<file path="config.mk">
export PLATFORM = sky130hd
export DESIGN_NAME = cmm_apb_decoder
export DESIGN_NICKNAME = d
export VERILOG_FILES = /design/src/logic/cmm_pkg.sv /design/src/logic/cmm_apb_decoder.sv
export SDC_FILE = /design/constraint.sdc
export NUM_CORES = 1
export LEC_CHECK = 0
export ABC_AREA = 0
export BUFFER_PORTS_ARGS = -buffer_cell sky130_fd_sc_hd__buf_2
export CAP_MARGIN = 20
export CORE_AREA = 2 2 125 127
export DETAILED_ROUTE_END_ITERATION = 8
export DIE_AREA = 0 0 127 129
export SLEW_MARGIN = 20
export SYNTH_ARGS = -nofsm -noshare
export SYNTH_HDL_FRONTEND = slang
export SYNTH_SLANG_ARGS = --single-unit
</file>
<file path="constraint.sdc">
create_clock -name clk_12_5m -period 2.8 [get_ports clk_12_5m]
set_clock_uncertainty 0.1 [all_clocks]
set_input_delay 0.28 -clock clk_12_5m [delete_from_list [all_inputs] [get_ports clk_12_5m]]
set_output_delay 0.28 -clock clk_12_5m [all_outputs]
set_load 0.05 [all_outputs]
</file>
<file path="src/logic/cmm_pkg.sv">
// =========================================================================
// Shared widths, per-box command and status structs, output record
// struct, operation and scanner state enums
// =========================================================================
`default_nettype none

package cmm_pkg;

    // =====================================================================
    // Widths
    // =====================================================================
    // One configuration word
    localparam int DATA_W    = 18;
    // Slot index, 16 slots per box
    localparam int SLOT_W    = 4;
    localparam int NUM_SLOTS = 1 << SLOT_W;
    // Box index, up to four boxes
    localparam int BOX_W     = 2;
    // APB bus widths
    localparam int APB_AW    = 12;
    localparam int APB_DW    = 32;

    // =====================================================================
    // Enums
    // =====================================================================
    // Per-box operation from the APB decoder
    typedef enum logic [2:0] {
        OP_NONE,
        OP_CFG_WR,
        OP_CFG_RD,
        OP_CTL_WR,
        OP_CTL_RD
    } cmd_op_e;

    // Replay scanner
    typedef enum logic {
        ST_IDLE,
        ST_SCAN
    } scan_state_e;

    // =====================================================================
    // Structs
    // =====================================================================
    // Decoder to store, wdata[15:0] is the slot mask on OP_CTL_WR
    typedef struct packed {
        cmd_op_e               op;
        logic [SLOT_W-1:0]     slot;
        logic [DATA_W-1:0]     wdata;
    } box_cmd_t;

    // Store to decoder
    typedef struct packed {
        logic [DATA_W-1:0]     rdata;
        logic [NUM_SLOTS-1:0]  valid_mask;
        logic                  busy;
    } box_sts_t;

    // One replayed word on the output stream, 24 bits
    typedef struct packed {
        logic [BOX_W-1:0]      box;
        logic [SLOT_W-1:0]     slot;
        logic [DATA_W-1:0]     data;
    } cfg_rec_t;

endpackage

`default_nettype wire

</file>
<file path="src/logic/cmm_apb_decoder.sv">
// =========================================================================
// APB slave for the config memory manager: address decode into per-box
// commands, read data select, error flagging for bad addresses and
// writes to a busy box
// =========================================================================
`default_nettype none

module cmm_apb_decoder #(
    parameter int NUM_BOXES = 4
) (
    input  wire                          clk_12_5m,
    input  wire                          rst_n,
    input  wire                          psel,
    input  wire                          penable,
    input  wire                          pwrite,
    input  wire [cmm_pkg::APB_AW-1:0]    paddr,
    input  wire [cmm_pkg::APB_DW-1:0]    pwdata,
    output logic [cmm_pkg::APB_DW-1:0]   prdata,
    output logic                         pready,
    output logic                         pslverr,
    output cmm_pkg::box_cmd_t            cmd [NUM_BOXES],
    input  wire cmm_pkg::box_sts_t       sts [NUM_BOXES]
);
    import cmm_pkg::*;

    // Control words live at 0x100 + 4*box
    localparam logic [7:0] CTL_ADDR_HI = 8'h10;

    logic                  setup;
    logic                  access;
    logic                  is_cfg;
    logic                  is_ctl;
    logic [BOX_W-1:0]      box;
    logic [SLOT_W-1:0]     slot;
    logic                  box_ok;
    cmd_op_e               op;
    box_sts_t              sel_sts;
    logic                  err;
    logic [APB_DW-1:0]     rdata;
    logic                  err_q;
    logic [APB_DW-1:0]     prdata_q;

    // =====================================================================
    // Address classification
    // =====================================================================
    assign setup  = psel && !penable;
    assign access = psel && penable;

    // Config words fill 0x000..0x0FF
    assign is_cfg = (paddr[11:8] == 4'h0);
    assign is_ctl = (paddr[11:4] == CTL_ADDR_HI);
    assign box    = is_ctl ? paddr[3:2] : paddr[7:6];
    assign slot   = paddr[5:2];
    assign box_ok = (int'(box) < NUM_BOXES);

    always_comb
    begin
        if (is_cfg)
            op = pwrite ? OP_CFG_WR : OP_CFG_RD;
        else if (is_ctl)
            op = pwrite ? OP_CTL_WR : OP_CTL_RD;
        else
            op = OP_NONE;
    end

    // Status of the addressed box, zero when out of range
    always_comb
    begin
        sel_sts = '0;
        for (int i = 0; i < NUM_BOXES; i++)
        begin
            if (int'(box) == i)
                sel_sts = sts[i];
        end
    end

    // Unmapped, missing box, or write while a replay runs
    assign err = (op == OP_NONE) || !box_ok || (pwrite && sel_sts.busy);

    // Read data, word or {busy, valid_mask}
    always_comb
    begin
        rdata = '0;
        if (!err && !pwrite)
        begin
            if (is_cfg)
                rdata[DATA_W-1:0] = sel_sts.rdata;
            else
            begin
                rdata[NUM_SLOTS]     = sel_sts.busy;
                rdata[NUM_SLOTS-1:0] = sel_sts.valid_mask;
            end
        end
    end

    // =====================================================================
    // Response registers, loaded in setup, held through access
    // =====================================================================
    always_ff @(posedge clk_12_5m or negedge rst_n)
    begin
        if (!rst_n)
        begin
            err_q    <= 1'b0;
            prdata_q <= '0;
        end
        else if (setup)
        begin
            err_q    <= err;
            prdata_q <= rdata;
        end
        else if (access)
        begin
            // Back to idle response after the access phase
            err_q    <= 1'b0;
            prdata_q <= '0;
        end
    end

    assign pready  = 1'b1;
    assign pslverr = err_q;
    assign prdata  = prdata_q;

    // One-box command, only in an error-free access phase
    always_comb
    begin
        for (int i = 0; i < NUM_BOXES; i++)
        begin
            cmd[i].op    = (access && !err_q && int'(box) == i) ? op : OP_NONE;
            cmd[i].slot  = slot;
            cmd[i].wdata = pwdata[DATA_W-1:0];
        end
    end

endmodule

`default_nettype wire

</file>
Word-level counts from Yosys, hierarchy flattened
Index checks and enable logic that the tools add are counted.
{ "word_totals": {"ff_bits": 33, "in_bits": 189, "output_inout_bits": 134, "word_cells": 44} }
{ "op_classes": {"n_eq_ne": 4, "muxes": 20, "n_reduce_logical": 18} }
{ "op_table": {"columns": ["operator", "count"], "rows": [
  ["2-to-1 mux 35 bit", 4],
  ["2-to-1 mux 32 bit", 2],
  ["2-to-1 mux 3 bit", 7],
  ["2-to-1 mux 18 bit", 1],
  ["2-to-1 mux 17 bit", 1],
  ["logical AND 1 bit", 9],
  ["equality test 8 x 5 -> 1 bit (second input constant)", 1],
  ["equality test 2 bit (second input constant)", 2],
  ["logical NOT 1 bit", 4],
  ["logical NOT 4 bit", 1],
  ["2-to-1 mux 2 bit", 2],
  ["logical NOT 3 bit", 1],
  ["2-to-1 mux 1 bit", 3],
  ["equality test 2 x 1 -> 1 bit (second input constant)", 1],
  ["logical NOT 2 bit", 1],
  ["nonzero test 2 bit", 1],
  ["logical OR 1 bit", 1]
]} }

Depth between registers and ports, before layout
{ "depth": {"word_depth": 13, "mapped_depth": 8, "mapped_depth_nobuf": 5} }

Least setup slack after synthesis
Ideal clock, no wire load.
{ "synth_path": {"kind": "input to output", "startpoint": "input paddr[7] (netlist bit)", "endpoint": "output cmd[22] (netlist bit)", "arrival_time_ns": 2.210, "t_required_ns": 2.420, "slack_ns": 0.210, "cell_stages": 7, "path_buffers": 3, "path_cell_list": "buf_2 > nor4b_4 > a31o_2 > buf_2 > buf_2 > nand2_1 > nor2_1"} }
{ "synth_lines": {"columns": ["element", "line_no", "text"], "rows": [
  ["start: declaration", "cmm_apb_decoder.sv:16", "input wire [cmm_pkg::APB_AW-1:0] paddr,"],
  ["end: declaration", "cmm_apb_decoder.sv:21", "output cmm_pkg::box_cmd_t cmd [NUM_BOXES],"]
]} }

==> reports/summary.txt <==
Placed Area -> 3481 µm²
initial DRC count -> 131
CP Data Required Time -> 2420 ps
Post-CTS Resized -> 0
R2R depth -> 4
Final ANT Viol Nets -> 0
Gate Count Post-Synth -> 356
Final setup viols -> 0
crit path launch -> paddr[6]
worst-path fanout max -> 10
IO Pins -> 323
flop-to-flop setup slack -> 1740 ps
initial antenna violation count -> 0
Tightest Pin Transition -> 754.9 ps
Design Area, Final -> 3571 µm²
FMAX -> 422.5 MHz
Cell variety after synth -> 46
CTS HTree Levels -> 1
Max-Cap Viols -> 0
synthesized flop and latch total -> 19
Critical Path AT -> 1990 ps
unrepaired setup endpoints after global routing -> no
Worst IR Drop VDD -> 163.2 µV
Pre-antenna DRT Iters -> 4
final worst slack -> 433.0 ps
DIE WIDTH -> 127 µm
GP Congestion -> 0.7692
CTS max path bufs -> 2
prevailing post-synth register cell -> dfrtp_1
DP Worst Slack -> 425.7 ps
Final Cycle Share -> 84.54%
largest net degree at the start of global routing -> 28
first-pass GRT wire length -> 16410 µm
die height -> 129 µm
sequential element share of the synthesized area -> 16.58%
final wirelength -> 11450 µm
Initial Util -> 19.15%
dpl hpwl -> 9274 µm
outcome -> complete, no violations
Area Overhead vs Synth -> 24.52%
Synth Cell Area -> 2868 µm²
share of layout cells above drive strength 1 -> 50.74%
row count -> 45
port buffer count -> 201
# diodes -> 0
post-DR wirelength/cell -> 17.32 µm
Root Driver -> clkbuf_16
pwr/cell area -> 295.2 nW/µm²
RR Startpoint -> prdata[9]$_DFFE_PN0P_
commonest cells after routing, fill and taps aside -> buf_2, nand2_1, mux2i_1
syn avg cell area -> 8.055 µm²
asr flop ratio synth -> 100.0%
clock latency at the later pin of the worst-skew pair -> 270 ps
via count -> 3028
YS warnings -> 0
overflow left after global routing -> 0
worst setup path end -> cmd[72]
CP Class -> input pin to output port
# DRC -> 0
Nets -> 663
post-DR vias/cell -> 4.581
TritonCTS Buffers -> 3
Worst setup SP type -> input pin
Setup TNS Final -> 0 ps
Final Hold Fails -> 0
Hold/Removal Path Class -> input pin to flop
Slew Limit Fails -> 0
Post-synth EDFFs -> 0
core area -> 14980 µm²
Total GRT Usage -> 13.23%
FF-to-FF End -> prdata[9]$_DFFE_PN0P_
Slew HR -> 49.37%
static leakage -> 1.898 nW
die area -> 16380 µm²
commonest non-fill, non-tap cell in the layout -> buf_2
crit end category -> output port
Sinks on Clock Net -> 19
CTS tree -> yes
post-route minimum period -> 2367 ps
vias in the first global route -> 2887
CTS clk-pin slew, worst paths -> 70 ps
[metal layers]
metal  track usage, %  share of wire [%]
met5                0                  0
met2            21.54                 47
met4            5.882                3.3
met3            3.160                8.2
met1            16.72                 42
[state kept, by name (all words and copies together), names as in the netlist]
name     cells
prdata      18
pslverr      1
[worst max-delay path, cell delays in order]
cell and delay [ps]:
buf_2 120, buf_4 190, o41ai_1 620, nand4_1 300, nor2_1 190, buf_2 280
[synth_stat cells (6+ instances only)]
cell type,number,share of area (%)
clkbuf_1,8,1.0
dfrtp_1,19,17
nor2_1,19,2.5
a21oi_1,6,1.0
a32o_1,12,4.2
mux4_1,6,5.5
a31oi_1,13,2.8
buf_4,103,27
nand4_1,8,1.7
mux2_2,7,2.7
buf_2,6,1.0
nand2_1,62,8.1
mux2i_1,21,7.3
a32oi_1,6,1.8
[logic make-up (layout without fill, tap and decap cells)]
family          Yosys count  count (layout)  synth area share, %
other cells               2              15               0.2619
compound gates           64              64                18.32
simple gates            111             111                17.71
flops                    19              19                16.58
buf+inv                 124             228                30.24
mux                      36              36                16.88
[what timing repair did]
action,4_1_cts,5_1_grt
setup endpoints to repair,0,0
endpoints found under the hold margin,19,0
hold buffers,1,0
setup buffers,0,0
[layout make-up]
class | count | area [µm²]
clock buffers | 3 | 75.07
clock inverters | 1 | 5.005
fillers | 1695 | 11410
inverters | 4 | 15.01
multi-input cells | 226 | 1589
flip-flops and latches | 19 | 475.5
well taps | 188 | 235.2
repair buffers | 220 | 1176
[worst min-delay path by stage]
stage | from | endpoint | cells past startpoint
3_3_place_gp | rst_n | prdata[13]$_DFFE_PN0P_ | 1
2_1_floorplan | rst_n | prdata[0]$_DFFE_PN0P_ | 0
4_1_cts | penable | pslverr$_DFFE_PN0P_ | 2
6_report | penable | pslverr$_DFFE_PN0P_ | 2
5_1_grt | penable | pslverr$_DFFE_PN0P_ | 2
3_5_place_dp | rst_n | prdata[13]$_DFFE_PN0P_ | 1
[per-stage QoR]
| stage | util, % | power, mW | hold WS [ps] | cells |
|---|---|---|---|---|
| 6_report | 23.84 | 1.054 | 137.1 | 661 |
| 5_1_grt | 23.84 | 1.115 | 145.4 | 661 |
| 4_1_cts | 23.84 | 1.081 | 122.0 | 661 |
| 3_5_place_dp | 23.24 | 0.7379 | 207.1 | 656 |
| 3_3_place_gp | 23.24 | 0.7348 | 202.6 | 656 |
| 2_1_floorplan | - | 0.8463 | -115.6 | 369 |
[where the power goes]
group	switching, mW	internal [mW]
sequential	0.00346	0.280
combinational	0.272	0.175
clock	0.132	0.193
Power figures use the tool's default switching activity.
