$ cat src/logic/cmm_pkg.sv
// =========================================================================
// Shared widths, per-box command and status structs, output record
// struct, operation and scanner state enums
// =========================================================================
`default_nettype none

package cmm_pkg;

    // =====================================================================
    // Widths
    // =====================================================================
    // One configuration word
    localparam int DATA_W    = 18;
    // Slot index, 16 slots per box
    localparam int SLOT_W    = 4;
    localparam int NUM_SLOTS = 1 << SLOT_W;
    // Box index, up to four boxes
    localparam int BOX_W     = 2;
    // APB bus widths
    localparam int APB_AW    = 12;
    localparam int APB_DW    = 32;

    // =====================================================================
    // Enums
    // =====================================================================
    // Per-box operation from the APB decoder
    typedef enum logic [2:0] {
        OP_NONE,
        OP_CFG_WR,
        OP_CFG_RD,
        OP_CTL_WR,
        OP_CTL_RD
    } cmd_op_e;

    // Replay scanner
    typedef enum logic {
        ST_IDLE,
        ST_SCAN
    } scan_state_e;

    // =====================================================================
    // Structs
    // =====================================================================
    // Decoder to store, wdata[15:0] is the slot mask on OP_CTL_WR
    typedef struct packed {
        cmd_op_e               op;
        logic [SLOT_W-1:0]     slot;
        logic [DATA_W-1:0]     wdata;
    } box_cmd_t;

    // Store to decoder
    typedef struct packed {
        logic [DATA_W-1:0]     rdata;
        logic [NUM_SLOTS-1:0]  valid_mask;
        logic                  busy;
    } box_sts_t;

    // One replayed word on the output stream, 24 bits
    typedef struct packed {
        logic [BOX_W-1:0]      box;
        logic [SLOT_W-1:0]     slot;
        logic [DATA_W-1:0]     data;
    } cfg_rec_t;

endpackage

`default_nettype wire

$ cat src/logic/box_cfg_store.sv
// =========================================================================
// Per-box config store: 16-slot word memory with valid mask, hot-plug
// replay scanner and a small circular record FIFO
// =========================================================================
`default_nettype none

module box_cfg_store #(
    parameter int BOX_ID     = 0,
    parameter int FIFO_DEPTH = 4
) (
    input  wire                     clk_12_5m,
    input  wire                     rst_n,
    input  wire cmm_pkg::box_cmd_t  cmd,
    output cmm_pkg::box_sts_t       sts,
    output cmm_pkg::cfg_rec_t       rec,
    output logic                    rec_valid,
    input  wire                     rec_pop
);
    import cmm_pkg::*;

    // Power of two, at least 2
    localparam int PTR_W = $clog2(FIFO_DEPTH);

    logic [DATA_W-1:0]     mem [NUM_SLOTS];
    logic [NUM_SLOTS-1:0]  valid_mask;
    logic [NUM_SLOTS-1:0]  scan_mask;
    logic [SLOT_W-1:0]     scan_slot;
    scan_state_e           state;
    logic                  hit;
    logic                  full;
    logic                  push;
    logic                  advance;
    logic                  pop;
    cfg_rec_t              new_rec;
    cfg_rec_t              fifo_mem [FIFO_DEPTH];
    logic [PTR_W-1:0]      wr_ptr;
    logic [PTR_W-1:0]      rd_ptr;
    logic [PTR_W:0]        count;

    // =====================================================================
    // Word memory and valid mask
    // =====================================================================
    always_ff @(posedge clk_12_5m)
    begin
        if (cmd.op == OP_CFG_WR)
            mem[cmd.slot] <= cmd.wdata;
    end

    // Sticky until reset
    always_ff @(posedge clk_12_5m or negedge rst_n)
    begin
        if (!rst_n)
            valid_mask <= '0;
        else if (cmd.op == OP_CFG_WR)
            valid_mask[cmd.slot] <= 1'b1;
    end

    assign sts = '{rdata: mem[cmd.slot], valid_mask: valid_mask,
                   busy: (state == ST_SCAN)};

    // =====================================================================
    // Replay scanner, one slot per cycle
    // =====================================================================
    assign hit     = scan_mask[scan_slot] && valid_mask[scan_slot];
    assign full    = (int'(count) == FIFO_DEPTH);
    // Stall on a hit while the FIFO has no room
    assign push    = (state == ST_SCAN) && hit && !full;
    assign advance = (state == ST_SCAN) && !(hit && full);

    always_ff @(posedge clk_12_5m)
    begin
        if (cmd.op == OP_CTL_WR)
            scan_mask <= cmd.wdata[NUM_SLOTS-1:0];
    end

    always_ff @(posedge clk_12_5m or negedge rst_n)
    begin
        if (!rst_n)
        begin
            state     <= ST_IDLE;
            scan_slot <= '0;
        end
        else if (cmd.op == OP_CTL_WR)
        begin
            state     <= ST_SCAN;
            scan_slot <= '0;
        end
        else if (advance)
        begin
            // Last slot handled, busy drops next cycle
            if (scan_slot == '1)
                state <= ST_IDLE;
            scan_slot <= scan_slot + 1'b1;
        end
    end

    // =====================================================================
    // Record FIFO
    // =====================================================================
    assign new_rec = '{box: BOX_W'(BOX_ID), slot: scan_slot, data: mem[scan_slot]};
    assign pop     = rec_pop && rec_valid;

    always_ff @(posedge clk_12_5m)
    begin
        if (push)
            fifo_mem[wr_ptr] <= new_rec;
    end

    // Pointers wrap naturally at the power-of-two depth
    always_ff @(posedge clk_12_5m or negedge rst_n)
    begin
        if (!rst_n)
        begin
            wr_ptr <= '0;
            rd_ptr <= '0;
            count  <= '0;
        end
        else
        begin
            if (push)
                wr_ptr <= wr_ptr + 1'b1;
            if (pop)
                rd_ptr <= rd_ptr + 1'b1;
            if (push && !pop)
                count <= count + 1'b1;
            else if (pop && !push)
                count <= count - 1'b1;
        end
    end

    assign rec       = fifo_mem[rd_ptr];
    assign rec_valid = (count != '0);

endmodule

`default_nettype wire

$ cat config.mk
export PLATFORM = sky130hd
export DESIGN_NAME = box_cfg_store
export DESIGN_NICKNAME = d
export VERILOG_FILES = /design/src/logic/cmm_pkg.sv /design/src/logic/box_cfg_store.sv
export SDC_FILE = /design/constraint.sdc
export NUM_CORES = 1
export LEC_CHECK = 0
export ABC_AREA = 1
export BUFFER_PORTS_ARGS = -buffer_cell sky130_fd_sc_hd__buf_2
export CAP_MARGIN = 20
export CORE_MARGIN = 3
export CORE_UTILIZATION = 35
export CTS_CLUSTER_DIAMETER = 100
export CTS_CLUSTER_SIZE = 8
export DETAILED_ROUTE_END_ITERATION = 8
export SLEW_MARGIN = 15
export SYNTH_ARGS = -nofsm -noshare
export SYNTH_HDL_FRONTEND = slang
export SYNTH_SLANG_ARGS = --single-unit
$ cat constraint.sdc
create_clock -name clk_12_5m -period 2.6 [get_ports clk_12_5m]
set_clock_uncertainty 0.15 [all_clocks]
set_input_delay 0.52 -clock clk_12_5m [delete_from_list [all_inputs] [get_ports clk_12_5m]]
set_output_delay 0.52 -clock clk_12_5m [all_outputs]
set_load 0.02 [all_outputs]
# == Word level (Yosys, flattened, before mapping) ==
# Memories as Yosys holds them, arrays and structs flattened.
# Index checks and enable logic that the tools add are counted.
# W data, S select, Z words.
# op_classes
reduce_logical,18
magnitude_cmp,3
add_sub_neg,5
n_eq_ne,4
bitwise_logic,1
mux,17
# ops
cell,count
$or A16 B16 Y16,1
$lt A4 B5 Y1 const B,2
$mux W1,10
$logic_and A1 B1 Y1,9
$bmux W1 S4,2
$mux W4,2
$mux W3,2
$reduce_bool A2 Y1,3
$add A2 B1 Y2 const B,2
$add A4 B1 Y4 const B,1
$demux W1 S4,1
$eq A4 B4 Y1 const B,1
$ge A4 B1 Y1 const B,1
$logic_not A1 Y1,4
$add A3 B1 Y3 const B,1
$eq A3 B1 Y1 const B,1
$eq A3 B2 Y1 const B,1
$eq A3 B3 Y1 const B,1
$reduce_bool A3 Y1,1
$sub A3 B1 Y3 const B,1
$reduce_and A2 Y1,1
# totals
ff_bits,44
out_inout_bits,60
memories,2
inputBits,28
ramBits,376
wordCells,57
# memory_table
name,words,word_bits,rd,rd_ports_with_merged_regs,write_ports,line,text
mem,16,18,2,0,1,box_cfg_store.sv:24,logic [DATA_W-1:0] mem [NUM_SLOTS];
fifo_mem,4,22,1,0,1,box_cfg_store.sv:35,cfg_rec_t fifo_mem [FIFO_DEPTH];

# == Depth between registers and ports, before layout ==
# Gate-level depths: netlist (run 1).
# depth
depth_word,9
depth_mapped,18
ltp_nobuf,17

# == Worst setup path before layout (run 1) ==
# No wires, ideal clock.
# synth_path
kind,register to register
start,register scan_slot[0]
end,"memory fifo_mem[2][0] (netlist bit), enable pin"
t_arrival_ns,2.218
n_path_buf,2
synth_period_minus_slack_ns,2.769
setup_time_ns,0.401
required_time_ns,2.049
setup_slack_ns,-0.169
path_stages_with_launch,12
cell_sequence,dfrtp_1 > buf_6 > inv_2 > buf_6 > nand3_1 > nand3_1 > nand3_1 > nand2_1 > inv_1 > nand2_2 > nand3_2 > nor2_1
# synth_via
elab_chain_len,7
elab_cells_between_ends,9
classes_between,6 x mux; 3 x reduce/logical
# synth_lines
element,line,text
"start, declared",box_cfg_store.sv:27,logic [SLOT_W-1:0] scan_slot;
"start signal, assigned",box_cfg_store.sv:93,scan_slot <= scan_slot + 1'b1;
$bmux W1 S4,box_cfg_store.sv:64,assign hit = scan_mask[scan_slot] && valid_mask[scan_slot];
$mux W1 (not written as such),box_cfg_store.sv:64,
$logic_and A1 B1 Y1 (*),box_cfg_store.sv:64,
$logic_and A1 B1 Y1 (*) (2 in series),box_cfg_store.sv:67,assign push = (state == ST_SCAN) && hit && !full;
$mux W1 (*),box_cfg_store.sv:105,if (push)
$mux W1 (not written as such) (*),box_cfg_store.sv:106,fifo_mem[wr_ptr] <= new_rec;
"end, declared",box_cfg_store.sv:35,
# Every way passes the cells marked *; elsewhere a longest branch is shown, timed or not. The select of a mux whose other input is x is not followed.

==> flow_summary.ini, run 1 <==
[floorplanning]
die_h_um = 233.6
initial_utilization = 0.3576
core_um2 = 50680
row_count = 82
die_x_um = 233.6
io_pins = 88
die_area_um2 = 54550

[sta]
drv_slew = 0
hold_violations = 0
hold-worst-slack_ns = 0.1255
fmax_mhz = 384.0
final.period_utilization = 1.002
setup_violations = 1
maxSlewHeadroom = 0.5397
timing.setup.tns_ns = -0.004068
rsz0062_at_grt = true
tightest_slew_ns = 0.6904
fin_crit_ns = 2.604
layout_setup_ws_ns = -0.004068

[critical_path]
cp.arrival_ns = 1.93
worstSetupPathType = reg2out
worstSetupEndpoint = sts[17]
cp-start-kind = flop
r2r_setup_slack_ns = 0.09
cp-end-kind = output port
rr_endpoint = count[2]$_DFFE_PN0P_
critPathLaunch = mem[0][0]$_DFFE_PP_
cp.required_ns = 1.93
critPathMaxFanout = 2
r2r_start = scan_slot[0]$_DFFE_PN0P_
reg2reg_depth = 15

[grt]
grt_pass1_vias = 13158
grt_overflow = 0
grt_antenna_before_repair = 3
grt_pass1_wl_um = 82980
grt_max_degree = 73
grt_util_all_layers = 0.2041

[routing]
via_per_inst = 5.762
drc = 0
routed_wl_um = 56750
wl_per_cell_um = 24.34
ant_nets = 0
first_pass_iters = 5
num_vias = 13436
drt_iter0_drc = 1773

[final_layout]
area_delta_synth_final_pct = 21.05
stdcell_count = 2332
final_util = 0.4328
drive_gt1_frac = 0.2074
fin_nets = 1678
design_area_um2 = 21940

[synth]
synthesis.area_um2 = 18120
synth_adder_area_share = 0.005247
ys.flop_type = edfxtp_1
synth-compound-area-share = 0.1558
synth_edf_count = 392
syn_area_per_cell_um2 = 12.24
synthXorXnorAreaFrac = 0.002416
postSynthCellCount = 1480
yosysWarnings = 0
yosys_register_bits = 420
yosysSeqAreaShare = 0.6882
synth_top_family_by_area = compound AO/OA/AOI/OAI gates
synthMuxAreaShare = 0.0006214
synth-simple-area-share = 0.1105
async_reset_ff_frac = 0.06667
synth_cell_types = 38

[clocking]
clock_sinks = 420
clkTransAtPathRegs_ns = 0.05
clockBufferDepth = 3
clkLatencyLatePin_ns = 0.62
htreeDepth = 2
cts_tree = done
cts_root_buf = clkbuf_16
cts_buffers = 58

[run_status]
violations = setup timing
status = finished, violations left

[worst_hold_path]
holdPathStages = 2
min_path_type = in2reg

[placement]
gp_routability_congestion = 0.8653
pre_cts_slack_ns = 0.006467
dp.cells = 2242
hpwlAfterDp_um = 33710
portBuffers = 85
placed_area_um2 = 20110

[pwr]
powerDensity_nw_per_um2 = 1049
p_leak_nw = 7.732
ir_drop_uv = 612.0
total_power_mw = 23.01

[job]
maxCapViolations = 0
[cells in the final DEF (no fill, tap or decap), drive strengths merged]
cell	synthesis	final
buf	52	195
xnor2	1	1
edfxtp	392	392
nor2	158	158
clkinv	5	9
nor3b	1	1
diode	0	1
dlygate4sd3	0	2
o21ai	173	173
nand4	22	22
a221oi	20	20
clkbuf	46	75
o211ai	8	8
a21oi	3	3
fa	1	1
ha	6	6
dfrtp	28	28
o2111ai	8	8
o221ai	16	16
a22oi	172	172
mux2	1	1
inv	40	40
nor3	1	1
xor2	4	4
nand2	229	229
o22ai	22	22
or2	16	16
conb	1	2
nand3	54	54
[routing by layer]
metal	share of wire	vias up	global-route usage
met5	0.00012	-	0
met4	0.038	2	0.08168
met1	0.39	6583	0.2701
met2	0.47	805	0.3274
met3	0.10	153	0.04415
li1	-	5893	-
[synth_stat cells, drive strengths merged (6+ instances only)]
master | n | share of area
nand4 | 22 | 0.0076
nand3 | 54 | 0.015
nor2 | 158 | 0.033
dfrtp | 28 | 0.039
a22oi | 172 | 0.071
ha | 6 | 0.0041
edfxtp | 392 | 0.65
o211ai | 8 | 0.0033
or2 | 16 | 0.0055
o22ai | 22 | 0.0076
o21ai | 173 | 0.048
o2111ai | 8 | 0.0039
a221oi | 20 | 0.013
buf | 52 | 0.018
nand2 | 229 | 0.049
clkbuf | 46 | 0.0095
inv | 40 | 0.0083
o221ai | 16 | 0.0077
[repair_timing]
| item | in CTS | in global routing |
|---|---|---|
| resized for setup | 6 | 36 |
| pin swaps | 2 | 11 |
| buffers inserted | 3 | 7 |
| setup endpoints to repair | 18 | 24 |
| endpoints found under the hold margin | 29 | 0 |
| cloned | 0 | 2 |
| hold buffers | 2 | 0 |
[report_power, final]
| part | internal [mW] | switching [mW] | total (mW) |
|---|---|---|---|
| Sequential | 8.33 | 0.282 | 8.62 |
| Combinational | 2.55 | 5.11 | 7.66 |
| Clock | 4.02 | 2.71 | 6.73 |
[sequential cells by signal, summed over array words and instances (netlist names)]
signal	flops
rd_ptr	2
count	3
scan_mask	16
scan_slot	4
state	1
wr_ptr	2
fifo_mem	88
valid_mask	16
mem	288
[worst min-delay path by stage]
stage	from	endpoint	slack (ns)
finish	cmd[24]	scan_mask[5]$_DFFE_PP_	0.13
global route	cmd[24]	scan_mask[5]$_DFFE_PP_	0.12
CTS	cmd[24]	scan_mask[5]$_DFFE_PP_	0.1
detailed placement	valid_mask[14]$_DFFE_PN0P_	valid_mask[14]$_DFFE_PN0P_	0.34
global placement	valid_mask[14]$_DFFE_PN0P_	valid_mask[14]$_DFFE_PN0P_	0.34
floorplan	rst_n	count[0]$_DFFE_PN0P_	0.07
[area by class of cell]
| cell class | count | area (um^2) |
|---|---|---|
| Fill cell | 4650 | 28750 |
| Inverter | 45 | 176.4 |
| Clock inverter | 4 | 40.04 |
| Multi-Input combinational cell | 918 | 5119 |
| Antenna cell | 1 | 2.502 |
| Clock buffer | 72 | 1525 |
| Tap cell | 672 | 840.8 |
| Sequential cell | 420 | 12480 |
| Timing Repair Buffer | 200 | 1758 |
[worst max-delay path, cell delays in order, from the launching register on]
cell and delay (ns):
edfxtp_1 0.41, a22oi_2 0.23, o221ai_2 0.14, nand2_1 0.10, nand4_1 0.22, buf_6 0.22
[cell families after synthesis]
logic type	Yosys count
fa+ha+maj	7
other cells	1
compound gates	422
simple gates	481
mux	1
buf+inv	143
xor+xnor	5
flops	420
Note: power is estimated with default switching activity, not from simulation.
==> run 2, diff against run 1 <==
- CTS_BUF_LIST: not set -> sky130_fd_sc_hd__clkbuf_8
==> run 2 against run 1 <==
The flow still finishes with violations (setup timing). Clock power shrank 34%. Via count shrank 0.28%. Global-route usage is essentially flat. Worst setup slack lost 0.031 ns. Largest power group unchanged. Routed wire length is essentially flat. First-iteration DRC count shrank 6.1%. Critical path depth is the same. Final cell count grew 0.34%.
==> flow_summary.ini, run 2 (same netlist as run 1, synthesis figures left out) <==
[clocking]
cts_root_buf = clkbuf_8
clkLatencyLatePin_ns = 0.67
cts_tree = done
clock_sinks = 420
htreeDepth = 2
cts_buffers = 58
clkTransAtPathRegs_ns = 0.06
clockBufferDepth = 3

[pwr]
ir_drop_uv = 589.9
total_power_mw = 20.78
p_leak_nw = 7.544
powerDensity_nw_per_um2 = 970.7

[floorplanning]
initial_utilization = 0.3576
io_pins = 88
core_um2 = 50680
row_count = 82
die_x_um = 233.6
die_h_um = 233.6
die_area_um2 = 54550

[run_status]
status = finished, violations left
violations = setup timing

[critical_path]
cp-start-kind = flop
cp.required_ns = 1.93
crit_family = flip-flops
crit_path_top_delay_cell = edfxtp_1
cp.arrival_ns = 1.97
cp-end-kind = output port
worst-path-buf-inv = 1
slowest_delay_ns = 0.43
cp_cell_sequence = a22oi_2, o221ai_2, nand2_1, nand4_1, buf_6
worstSetupPathType = reg2out
critPathMaxFanout = 2

[routing]
drc = 0
routed_wl_um = 56770
wl_per_cell_um = 24.26
num_vias = 13399
via_per_inst = 5.726
ant_nets = 0
first_pass_iters = 6
drt_iter0_drc = 1664

[sta]
hold_violations = 0
maxSlewHeadroom = 0.5487
drv_slew = 0
timing.setup.tns_ns = -0.03550
setup_violations = 1
rsz0062_at_grt = true
tightest_slew_ns = 0.6770
fin_crit_ns = 2.635
layout_setup_ws_ns = -0.03550
hold-worst-slack_ns = 0.07167
final.period_utilization = 1.014
fmax_mhz = 379.4

[placement]
hpwlAfterDp_um = 33710
portBuffers = 85
dp.cells = 2242
placed_area_um2 = 20110
gp_routability_congestion = 0.8653

[final_layout]
fin_nets = 1686
layout_common_cells = 392 x edfxtp_1, 222 x nand2_1, 165 x a22oi_1
drive_gt1_frac = 0.2160
design_area_um2 = 21400
fillCellCount = 4727
regMostFlops = mem
stdcell_count = 2340
area_delta_synth_final_pct = 18.10
largest_reg_flops = 288
reg_top3 = mem: 288 flops, fifo_mem: 88 flops
final_common_cell = edfxtp_1

[grt]
grt_pass1_wl_um = 82930
grt_antenna_before_repair = 3
grt_util_all_layers = 0.2036
grt_overflow = 0
grt_pass1_vias = 13246
grt_max_degree = 73

[worst_hold_path]
min_path_type = in2reg

[job]
maxCapViolations = 0
==> run 2: what timing repair did <==
action	4_1_cts	5_1_grt
cloned	1	2
resized for setup	28	40
hold buffers	2	0
setup buffers	8	9
hold endpoints to repair	29	0
pin swaps	7	12
endpoints found under the setup margin	26	22
==> run 2: where the power goes <==
group / switching [mW] / internal, mW / total, mW
clock: 2.38 / 2.04 / 4.42
sequential: 0.281 / 8.32 / 8.60
combinational: 5.12 / 2.64 / 7.76
==> run 2: worst paths after layout <==
path	start	end	slack [ns]	cells after the start
setup / recovery	mem[1][0]$_DFFE_PP_	sts[17]	-0.04	5
hold / removal	cmd[24]	scan_mask[5]$_DFFE_PP_	0.07	2
setup reg to reg	scan_slot[0]$_DFFE_PN0P_	count[1]$_DFFE_PN0P_	0.11	13
hold reg to reg	valid_mask[14]$_DFFE_PN0P_	valid_mask[14]$_DFFE_PN0P_	0.35	1
max in group asynchronous	rst_n	scan_slot[0]$_DFFE_PN0P_	1.54	2
min in group asynchronous	rst_n	count[2]$_DFFE_PN0P_	0.29	2
==> run 2: through the flow <==
| stage | setup WS (ns) | util |
|---|---|---|
| after floorplan | -0.1688 | - |
| after global placement | 0.009099 | 0.3969 |
| after detailed placement | 0.006467 | 0.3969 |
| after CTS | -0.03856 | 0.4174 |
| after global routing | -0.1030 | 0.4223 |
| final | -0.03550 | 0.4223 |
==> run 2: cell type report <==
cell class	instances	area, um^2	share of cell area
tap	672	840.8	0.03928
clock buffer	59	812.0	0.03794
clock inverter	17	73.82	0.003449
timing repair buffer	208	1872	0.08746
sequential	420	12480	0.5830
inverter	45	178.9	0.008360
antenna	1	2.502	0.0001169
multi-input combinational	918	5146	0.2404
==> run 2: routing by layer <==
| metal | GRT usage | vias up | routed length, um |
|---|---|---|---|
| li1 | - | 5891 | - |
| met1 | 0.2648 | 6630 | 22210 |
| met2 | 0.3293 | 736 | 26890 |
| met3 | 0.04744 | 140 | 5736 |
| met4 | 0.08168 | 2 | 1921 |
| met5 | 0 | - | 7 |
